===== config.mk =====
export PLATFORM = sky130hd
export DESIGN_NAME = cpu_core_flat
export DESIGN_NICKNAME = d
export VERILOG_FILES = /design/src/hw/mips_pkg.sv /design/src/hw/avalon_if.sv /design/src/hw/alu.sv /design/src/hw/branch_unit.sv /design/src/hw/cpu_core.sv /design/src/hw/reg_file.sv /design/src/flat_wrapper.sv
export SDC_FILE = /design/constraint.sdc
export NUM_CORES = 2
export LEC_CHECK = 0
export ABC_AREA = 0
export BUFFER_PORTS_ARGS = -buffer_cell sky130_fd_sc_hd__buf_4
export CAP_MARGIN = 0
export CORE_UTILIZATION = 35
export CTS_BUF_LIST = sky130_fd_sc_hd__clkbuf_2 sky130_fd_sc_hd__clkbuf_4 sky130_fd_sc_hd__clkbuf_8
export DETAILED_ROUTE_END_ITERATION = 6
export PLACE_DENSITY = 0.46
export SETUP_SLACK_MARGIN = 0.3
export SYNTH_ARGS = -nofsm -noshare
export SYNTH_HDL_FRONTEND = slang
export SYNTH_SLANG_ARGS = --single-unit

===== constraint.sdc =====
create_clock -name clk -period 7.1 [get_ports clk]
set_clock_uncertainty 0.1 [all_clocks]
set_input_delay 0.355 -clock clk [delete_from_list [all_inputs] [get_ports clk]]
set_output_delay 0.355 -clock clk [all_outputs]
set_load 0.01 [all_outputs]

===== src/hw/mips_pkg.sv =====
package mips_pkg;

    // ************************************************************
    // address and sizing constants
    // ************************************************************
    localparam logic [31:0] RESET_PC  = 32'h0000_0004;
    localparam logic [31:0] HALT_PC   = 32'h0000_0000;
    localparam int          MEM_WORDS = 256;
    localparam int          MEM_AW    = $clog2(MEM_WORDS);
    localparam logic [4:0]  REG_V0    = 5'd2;

    // ************************************************************
    // instruction encodings
    // ************************************************************
    typedef enum logic [5:0] {
        OP_SPECIAL = 6'h00,
        OP_J       = 6'h02,
        OP_BEQ     = 6'h04,
        OP_BNE     = 6'h05,
        OP_ADDIU   = 6'h09,
        OP_ANDI    = 6'h0c,
        OP_ORI     = 6'h0d,
        OP_LUI     = 6'h0f,
        OP_LW      = 6'h23,
        OP_SW      = 6'h2b
    } opcode_e;

    typedef enum logic [5:0] {
        F_SLL  = 6'h00,
        F_JR   = 6'h08,
        F_ADDU = 6'h21,
        F_SUBU = 6'h23,
        F_AND  = 6'h24,
        F_OR   = 6'h25,
        F_SLT  = 6'h2a
    } funct_e;

    // operations the alu actually performs after decode.
    typedef enum logic [2:0] {
        ALU_ADD,
        ALU_SUB,
        ALU_AND,
        ALU_OR,
        ALU_SLT,
        ALU_SLL,
        ALU_LUI,
        ALU_NONE
    } alu_op_e;

    typedef struct packed {
        opcode_e    opcode;
        logic [4:0] rs;
        logic [4:0] rt;
        logic [4:0] rd;
        logic [4:0] shamt;
        funct_e     funct;
    } r_type_t;

    typedef struct packed {
        opcode_e     opcode;
        logic [4:0]  rs;
        logic [4:0]  rt;
        logic [15:0] imm;
    } i_type_t;

    // j-type target comes from raw[25:0].
    typedef union packed {
        logic [31:0] raw;
        r_type_t     r;
        i_type_t     i;
    } instr_word_t;

endpackage


===== src/hw/avalon_if.sv =====
`timescale 1ns/10ps

interface avalon_if (
    input logic clk
);
    logic [31:0] address;
    logic        read;
    logic        write;
    logic [31:0] writedata;
    logic [3:0]  byteenable;
    logic        waitrequest;
    logic [31:0] readdata;

    // master keeps everything steady while waitrequest is high.
    modport master (
        input  clk,
        input  waitrequest,
        input  readdata,
        output address,
        output read,
        output write,
        output writedata,
        output byteenable
    );

    modport slave (
        input  clk,
        input  address,
        input  read,
        input  write,
        input  writedata,
        input  byteenable,
        output waitrequest,
        output readdata
    );

endinterface


===== src/hw/alu.sv =====
`timescale 1ns/10ps

module alu
    import mips_pkg::*;
(
    input  instr_word_t instr,
    input  logic [31:0] rs_data,
    input  logic [31:0] rt_data,
    output logic [31:0] result,
    output logic [4:0]  dest,
    output logic        wr_en
);

    alu_op_e     op;
    logic [31:0] opa;
    logic [31:0] opb;
    logic [31:0] imm_sext;
    logic [31:0] imm_zext;

    assign imm_sext = {{16{instr.i.imm[15]}}, instr.i.imm};
    assign imm_zext = {16'd0, instr.i.imm};

    // ************************************************************
    // decode
    // ************************************************************
    always_comb begin
        op    = ALU_NONE;
        opa   = rs_data;
        opb   = imm_sext;
        dest  = instr.i.rt;
        wr_en = 1'b0;
        case (instr.r.opcode)
            OP_SPECIAL: begin
                dest  = instr.r.rd;
                opb   = rt_data;
                wr_en = 1'b1;
                case (instr.r.funct)
                    F_ADDU: op = ALU_ADD;
                    F_SUBU: op = ALU_SUB;
                    F_AND:  op = ALU_AND;
                    F_OR:   op = ALU_OR;
                    F_SLT:  op = ALU_SLT;
                    F_SLL: begin
                        // shift works on rt, amount from shamt.
                        op  = ALU_SLL;
                        opa = rt_data;
                        opb = {27'd0, instr.r.shamt};
                    end
                    default: wr_en = 1'b0;
                endcase
            end
            OP_ADDIU: begin
                op    = ALU_ADD;
                wr_en = 1'b1;
            end
            OP_ANDI: begin
                op    = ALU_AND;
                opb   = imm_zext;
                wr_en = 1'b1;
            end
            OP_ORI: begin
                op    = ALU_OR;
                opb   = imm_zext;
                wr_en = 1'b1;
            end
            OP_LUI: begin
                op    = ALU_LUI;
                wr_en = 1'b1;
            end
            // address sum only, the core writes lw data after MEM.
            OP_LW, OP_SW: op = ALU_ADD;
            default: op = ALU_NONE;
        endcase
    end

    // ************************************************************
    // datapath
    // ************************************************************
    always_comb begin
        case (op)
            ALU_ADD: result = opa + opb;
            ALU_SUB: result = opa - opb;
            ALU_AND: result = opa & opb;
            ALU_OR:  result = opa | opb;
            ALU_SLT: result = {31'd0, $signed(opa) < $signed(opb)};
            ALU_SLL: result = opa << opb[4:0];
            ALU_LUI: result = {opb[15:0], 16'd0};
            default: result = 32'd0;
        endcase
    end

endmodule


===== src/hw/branch_unit.sv =====
`timescale 1ns/10ps

module branch_unit
    import mips_pkg::*;
(
    input  instr_word_t instr,
    input  logic [31:0] pc,
    input  logic [31:0] rs_data,
    input  logic [31:0] rt_data,
    output logic        is_jump,
    output logic [31:0] target
);

    logic [31:0] pc_plus4;
    logic [31:0] br_offset;
    logic        equal;

    assign pc_plus4  = pc + 32'd4;
    assign br_offset = {{14{instr.i.imm[15]}}, instr.i.imm, 2'b00};
    assign equal     = (rs_data == rt_data);

    always_comb begin
        is_jump = 1'b0;
        target  = pc_plus4 + br_offset;
        case (instr.i.opcode)
            OP_BEQ: is_jump = equal;
            OP_BNE: is_jump = !equal;
            OP_J: begin
                // pseudo-direct, top nibble from the delay slot address.
                is_jump = 1'b1;
                target  = {pc_plus4[31:28], instr.raw[25:0], 2'b00};
            end
            OP_SPECIAL: begin
                if (instr.r.funct == F_JR) begin
                    is_jump = 1'b1;
                    target  = rs_data;
                end
            end
            default: is_jump = 1'b0;
        endcase
    end

endmodule


===== src/hw/cpu_core.sv =====
`timescale 1ns/10ps

module cpu_core
    import mips_pkg::*;
(
    input  logic        clk,
    input  logic        arst_n,
    input  logic        run,
    output logic        active,
    output logic [31:0] register_v0,
    avalon_if.master    bus
);

    typedef enum logic [2:0] {
        S_IDLE,
        S_FETCH,
        S_EXEC,
        S_MEM,
        S_HALT
    } state_e;

    state_e      state;
    logic [31:0] pc;
    instr_word_t ir;
    logic        pend_valid;
    logic [31:0] pend_target;
    logic [31:0] next_pc;
    logic        is_mem;

    // operands latched for the MEM state.
    logic [31:0] mem_addr;
    logic [31:0] store_data;
    logic [4:0]  load_dest;
    logic        mem_is_load;
    logic        mem_done;

    logic [31:0] rs_data;
    logic [31:0] rt_data;
    logic        rf_wr_en;
    logic [4:0]  rf_wr_addr;
    logic [31:0] rf_wr_data;
    logic [31:0] alu_result;
    logic [4:0]  alu_dest;
    logic        alu_wr_en;
    logic        br_jump;
    logic [31:0] br_target;

    reg_file u_regs (
        .clk     (clk),
        .arst_n  (arst_n),
        .rs_addr (ir.r.rs),
        .rt_addr (ir.r.rt),
        .rs_data (rs_data),
        .rt_data (rt_data),
        .wr_en   (rf_wr_en),
        .wr_addr (rf_wr_addr),
        .wr_data (rf_wr_data),
        .v0      (register_v0)
    );

    alu u_alu (
        .instr   (ir),
        .rs_data (rs_data),
        .rt_data (rt_data),
        .result  (alu_result),
        .dest    (alu_dest),
        .wr_en   (alu_wr_en)
    );

    branch_unit u_branch (
        .instr   (ir),
        .pc      (pc),
        .rs_data (rs_data),
        .rt_data (rt_data),
        .is_jump (br_jump),
        .target  (br_target)
    );

    // a pending target is taken right after the delay slot.
    assign next_pc  = pend_valid ? pend_target : pc + 32'd4;
    assign is_mem   = (ir.i.opcode == OP_LW) || (ir.i.opcode == OP_SW);
    assign mem_done = (state == S_MEM) && !bus.waitrequest;

    // ************************************************************
    // avalon master outputs
    // ************************************************************
    assign bus.address    = (state == S_MEM) ? mem_addr : pc;
    assign bus.read       = (state == S_FETCH) || (state == S_MEM && mem_is_load);
    assign bus.write      = (state == S_MEM) && !mem_is_load;
    assign bus.writedata  = store_data;
    assign bus.byteenable = 4'hf;

    // write-back in EXEC, or lw data at the end of MEM.
    always_comb begin
        rf_wr_en   = (state == S_EXEC) && alu_wr_en;
        rf_wr_addr = alu_dest;
        rf_wr_data = alu_result;
        if (mem_done && mem_is_load) begin
            rf_wr_en   = 1'b1;
            rf_wr_addr = load_dest;
            rf_wr_data = bus.readdata;
        end
    end

    // ************************************************************
    // control FSM
    // ************************************************************
    always_ff @(posedge clk or negedge arst_n) begin
        if (!arst_n) begin
            state      <= S_IDLE;
            active     <= 1'b0;
            pc         <= 32'd0;
            pend_valid <= 1'b0;
        end else begin
            case (state)
                S_IDLE: begin
                    if (run) begin
                        pc         <= RESET_PC;
                        pend_valid <= 1'b0;
                        active     <= 1'b1;
                        state      <= S_FETCH;
                    end
                end
                S_FETCH: begin
                    if (!bus.waitrequest) begin
                        state <= S_EXEC;
                    end
                end
                S_EXEC: begin
                    pc         <= next_pc;
                    pend_valid <= br_jump;
                    if (is_mem) begin
                        state <= S_MEM;
                    end else if (next_pc == HALT_PC) begin
                        state <= S_HALT;
                    end else begin
                        state <= S_FETCH;
                    end
                end
                S_MEM: begin
                    if (!bus.waitrequest) begin
                        state <= (pc == HALT_PC) ? S_HALT : S_FETCH;
                    end
                end
                default: begin
                    active <= 1'b0;
                    state  <= S_IDLE;
                end
            endcase
        end
    end

    // instruction and memory operands.
    always_ff @(posedge clk) begin
        if (state == S_FETCH && !bus.waitrequest) begin
            ir <= bus.readdata;
        end
        if (state == S_EXEC) begin
            pend_target <= br_target;
            mem_addr    <= alu_result;
            store_data  <= rt_data;
            load_dest   <= alu_dest;
            mem_is_load <= (ir.i.opcode == OP_LW);
        end
    end

endmodule


===== src/hw/reg_file.sv =====
`timescale 1ns/10ps

module reg_file
    import mips_pkg::*;
(
    input  logic        clk,
    input  logic        arst_n,
    input  logic [4:0]  rs_addr,
    input  logic [4:0]  rt_addr,
    output logic [31:0] rs_data,
    output logic [31:0] rt_data,
    input  logic        wr_en,
    input  logic [4:0]  wr_addr,
    input  logic [31:0] wr_data,
    output logic [31:0] v0
);

    // register 0 has no storage.
    logic [31:0] regs [1:31];

    always_ff @(posedge clk or negedge arst_n) begin
        if (!arst_n) begin
            for (int i = 1; i < 32; i++) begin
                regs[i] <= 32'd0;
            end
        end else if (wr_en && wr_addr != 5'd0) begin
            regs[wr_addr] <= wr_data;
        end
    end

    // combinational reads, zero for $0.
    always_comb begin
        rs_data = 32'd0;
        rt_data = 32'd0;
        if (rs_addr != 5'd0) begin
            rs_data = regs[rs_addr];
        end
        if (rt_addr != 5'd0) begin
            rt_data = regs[rt_addr];
        end
    end

    assign v0 = regs[REG_V0];

endmodule


===== src/flat_wrapper.sv =====
// flat-port wrapper written by rule: the top's interface ports become plain ports
module cpu_core_flat import mips_pkg::*;
  (clk, arst_n, run, active, register_v0, bus_waitrequest, bus_readdata, bus_address, bus_read, bus_write, bus_writedata, bus_byteenable);
  avalon_if bus_i (.clk(clk));
  input  logic clk;
  input  logic arst_n;
  input  logic run;
  output logic active;
  output logic [31:0] register_v0;
  input wire logic [$bits(bus_i.waitrequest)-1:0] bus_waitrequest;
  input wire logic [$bits(bus_i.readdata)-1:0] bus_readdata;
  output wire logic [$bits(bus_i.address)-1:0] bus_address;
  output wire logic [$bits(bus_i.read)-1:0] bus_read;
  output wire logic [$bits(bus_i.write)-1:0] bus_write;
  output wire logic [$bits(bus_i.writedata)-1:0] bus_writedata;
  output wire logic [$bits(bus_i.byteenable)-1:0] bus_byteenable;
  assign bus_i.waitrequest = bus_waitrequest;
  assign bus_i.readdata = bus_readdata;
  assign bus_address = bus_i.address;
  assign bus_read = bus_i.read;
  assign bus_write = bus_i.write;
  assign bus_writedata = bus_i.writedata;
  assign bus_byteenable = bus_i.byteenable;
  cpu_core u_core (.clk(clk), .arst_n(arst_n), .run(run), .active(active), .register_v0(register_v0), .bus(bus_i));
endmodule

==> reports/metrics.csv <==
stage,metric,value,unit
run_status,status,"complete, no violations",
route,drt pass-1 iters,6,
cells_and_area,most frequent cells in the layout,"nand2_1 (1139), dfrtp_1 (1028), o21ai_0 (926)",
cells_and_area,"Design Area, Final",85400,um^2
placed_design,DP HPWL,250,mm
timing,RSZ-0062 raised after global routing,false,
timing,Max Freq,149,MHz
global_routing,gr usage total,34.0,%
power_and_ir_drop,Clk network pwr share,26.0,%
yosys,Netlist Area Pre-Place,71900,um^2
power_and_ir_drop,Seq pwr share,31.0,%
clock_network,"Reg clk slew, reported paths",0.06,ns
yosys,Post-Syn Area per Cell,10.2,um^2
route,Total Wirelength,357,mm
hold_path,Hold WC Path Type,in2reg,
route,vias per cell,6.06,
yosys,number of library cell types mapped by synthesis,117,
yosys,"EDFF count, synth",134,
die,core area,204000,um^2
timing,Min Hold Slack,0.133,ns
global_routing,first-pass GRT wire length,494,mm
route,DRC Markers,0,
power_and_ir_drop,leakage,37.2,nW
die,die height,455,um
worst_setup_path,Worst Path Max Fanout,31,
power_and_ir_drop,Switching Fraction,41.3,%
yosys,top_reg_cell synth,dfrtp_1,
worst_setup_path,critical path data arrival time,7.49,ns
global_routing,vias in the first global route,60700,
global_routing,grt total ovfl,0,
global_routing,initial antenna violation count,22,
power_and_ir_drop,P_int,0.0159,W
die,die footprint,207000,um^2
route,vias,63000,
route,drt initial violations,7026,
worst_setup_path,Critical Path RT,7.87,ns
cells_and_area,share of layout cells above drive strength 1,26.3,%
power_and_ir_drop,Max rail drop VDD,0.235,mV
power_and_ir_drop,Comb power frac,42.9,%
timing,max_slew headroom,10.4,%
power_and_ir_drop,Pwr Total,0.0271,W
clock_network,clock latency on the worst-skew pair,1.02,ns
placed_design,global placement routability congestion,0.989,
die,I/O pin cnt,139,
timing,fin crit share,94.6,%
timing,Tmin final,6.72,ns
worst_setup_path,Worst setup EP type,flop,
timing,Fin. Hold Viols,0,
worst_setup_path,CP startpoint kind,flop,
worst_setup_path,CP Class,reg2reg,
power_and_ir_drop,Net Sw Power,0.0112,W
cells_and_area,"commonest non-fill, non-tap cell in the layout",nand2_1,
yosys,sequential fraction of the synthesis area,41.4,%
yosys,count of state elements after synthesis,1163,
die,die width,455,um
clock_network,CTS root buf,clkbuf_8,
clock_network,maximum buffer depth of the clock tree,3,
yosys,Synth Instances,7072,
timing,final setup vio count,0,
yosys,Yosys warning total,0,
cells_and_area,Post-Route Utilization,41.8,%
die,Initial Util,35.2,%
route,post-route ant nets,0,
clock_network,number of CTS-inserted buffers,210,
die,row count,166,
placed_design,port bufs,134,
clock_network,H-tree depth,4,
yosys,ys async rst share,88.5,%
route,wire length per cell,34.3,um
cells_and_area,layout net count,7701,
cells_and_area,area grow syn2layout,18.7,%
timing,Slew Limit Fails,0,
placed_design,placed inst area,79200,um^2
clock_network,CTS tree,built,
power_and_ir_drop,PwrDens,318,nW/um^2
global_routing,pin count of the biggest net entering global routing,182,
clock_network,Sink Count,1163,
job,max-cap violations,0,
timing,Least-Margin Pin Slew,1.34,ns
[layer usage]
layer	GRT usage, %	part of all wire, %	vias to the layer above
li1	-	-	27000
met1	44.4	41	32100
met2	53.2	45	3082
met3	6.22	7.5	847
met4	19.0	6.5	12
met5	0	0.022	-
[registers in the layout (all words and copies together), names as in the netlist]
register and cells:
u_core.mem_is_load 1, u_core.mem_addr 32, u_core.ir 32, u_core.u_regs.v0 32, u_core.pc 32, u_core.bus.writedata 32
u_core.active 1, u_core.pend_valid 1, u_core.pend_target 32, u_core.state 3, u_core.u_regs.regs 960, u_core.load_dest 5
[path summary, 6_finish.rpt]
path	startpoint	end	slack, ns	depth (start not counted)
max in group asynchronous	arst_n	u_core.u_regs.regs[359]	4.83	5
worst max-delay path	u_core.ir[23]	u_core.u_regs.regs[337]	0.38	25
min in group asynchronous	arst_n	u_core.u_regs.regs[749]	0.61	4
worst min register to register	u_core.u_regs.regs[804]	u_core.u_regs.regs[804]	0.40	2
worst max register to register	u_core.ir[23]	u_core.u_regs.regs[337]	0.38	25
worst min-delay path	bus_readdata[29]	u_core.ir[29]	0.13	2
[area by class of cell]
| cell class | count | area [um^2] |
|---|---|---|
| fillers | 20000 | 119000 |
| well taps | 2688 | 3360 |
| flip-flops and latches | 1163 | 29800 |
| diodes | 15 | 37.5 |
| multi-input cells | 5091 | 38600 |
| repair buffers | 908 | 8390 |
| clock buffers | 328 | 4110 |
| inverters | 156 | 597 |
| clock inverters | 57 | 500 |
[stage by stage]
| step | setup TNS, ns | cells | setup WS [ns] |
|---|---|---|---|
| after floorplan | 0 | 7075 | 0.890 |
| after global placement | -2.00 | 9898 | -0.0845 |
| final | 0 | 10400 | 0.384 |
| after global routing | 0 | 10400 | 0.284 |
| after detailed placement | -3.70 | 9898 | -0.0804 |
| after CTS | 0 | 10400 | 0.307 |
[synthesized netlist by cell type (38+ instances only)]
cell | n | share of area, %
nand4_1 | 38 | 0.33
xor2_1 | 43 | 0.52
ha_1 | 132 | 2.3
buf_2 | 88 | 0.61
edfxtp_1 | 134 | 5.6
a22oi_1 | 94 | 0.98
nand3_1 | 112 | 0.78
o211ai_1 | 46 | 0.48
inv_1 | 146 | 0.76
mux4_2 | 320 | 10
nor3_1 | 91 | 0.63
a21oi_1 | 218 | 1.5
mux2i_1 | 333 | 4.6
dfrtp_1 | 1029 | 36
mux4_1 | 38 | 1.4
o21ai_1 | 64 | 0.45
o22ai_1 | 63 | 0.55
a221oi_1 | 82 | 1.0
buf_6 | 54 | 0.85
nor2_1 | 297 | 1.6
o221ai_1 | 51 | 0.62
mux2_2 | 270 | 4.2
nand2_1 | 1175 | 6.1
o31ai_1 | 39 | 0.41
buf_4 | 85 | 0.89
clkbuf_1 | 366 | 1.9
o21ai_0 | 933 | 6.5
xnor2_1 | 52 | 0.63
[kinds of logic (layout without fill, tap and decap cells)]
| family | Yosys count | count (layout) | synth area share, % |
|---|---|---|---|
| AO/OA/AOI/OAI | 1931 | 1931 | 16.8 |
| multiplexers | 966 | 966 | 20.4 |
| XOR/XNOR | 95 | 95 | 1.16 |
| AND/OR/NAND/NOR | 1960 | 1960 | 11.8 |
| buffers and inverters | 821 | 1449 | 6.07 |
| flip-flops | 1163 | 1163 | 41.4 |
| other | 1 | 19 | 0.00522 |
| adder cells (fa/ha/maj) | 135 | 135 | 2.38 |
[power by group through the flow]
| stage | clock, W | combinational [W] | sequential, W |
|---|---|---|---|
| final | 0.00705 | 0.0116 | 0.00842 |
| after CTS | 0.00715 | 0.0113 | 0.00840 |
| after detailed placement | 0 | 0.0111 | 0.00851 |
| after global placement | 0 | 0.0111 | 0.00848 |
| after floorplan | 0 | 0.00578 | 0.00822 |
| after global routing | 0.00744 | 0.0121 | 0.00851 |
[worst max-delay path: stages, from the launching register on]
cell      delay [ns]
edfxtp_1        0.67
buf_12          0.33
mux4_2          0.35
mux2i_1         0.15
buf_4           0.18
o32ai_1         0.14
a211oi_1        0.31
buf_4           0.21
nand2_1         0.06
and2_2          0.30
ha_1            0.33
a21o_1          0.14
a21oi_1         0.08
buf_4           0.15
o211ai_1        0.36
nand3b_1        0.30
a21boi_0        0.29
nand2b_1        0.22
a31oi_1         0.15
buf_4           0.16
xnor2_1         0.38
a21oi_1         0.13
o211ai_1        0.41
mux2i_4         0.17
buf_12          0.21
o21ai_0         0.20
[what timing repair did]
item	4_1_cts	5_1_grt
endpoints found under the setup margin	295	434
resized for setup	26	55
buffers inserted	8	30
hold buffers	63	0
hold endpoints to repair	1147	0
cloned	3	4
pin swaps	5	11
(Power assumes the default switching activity.)
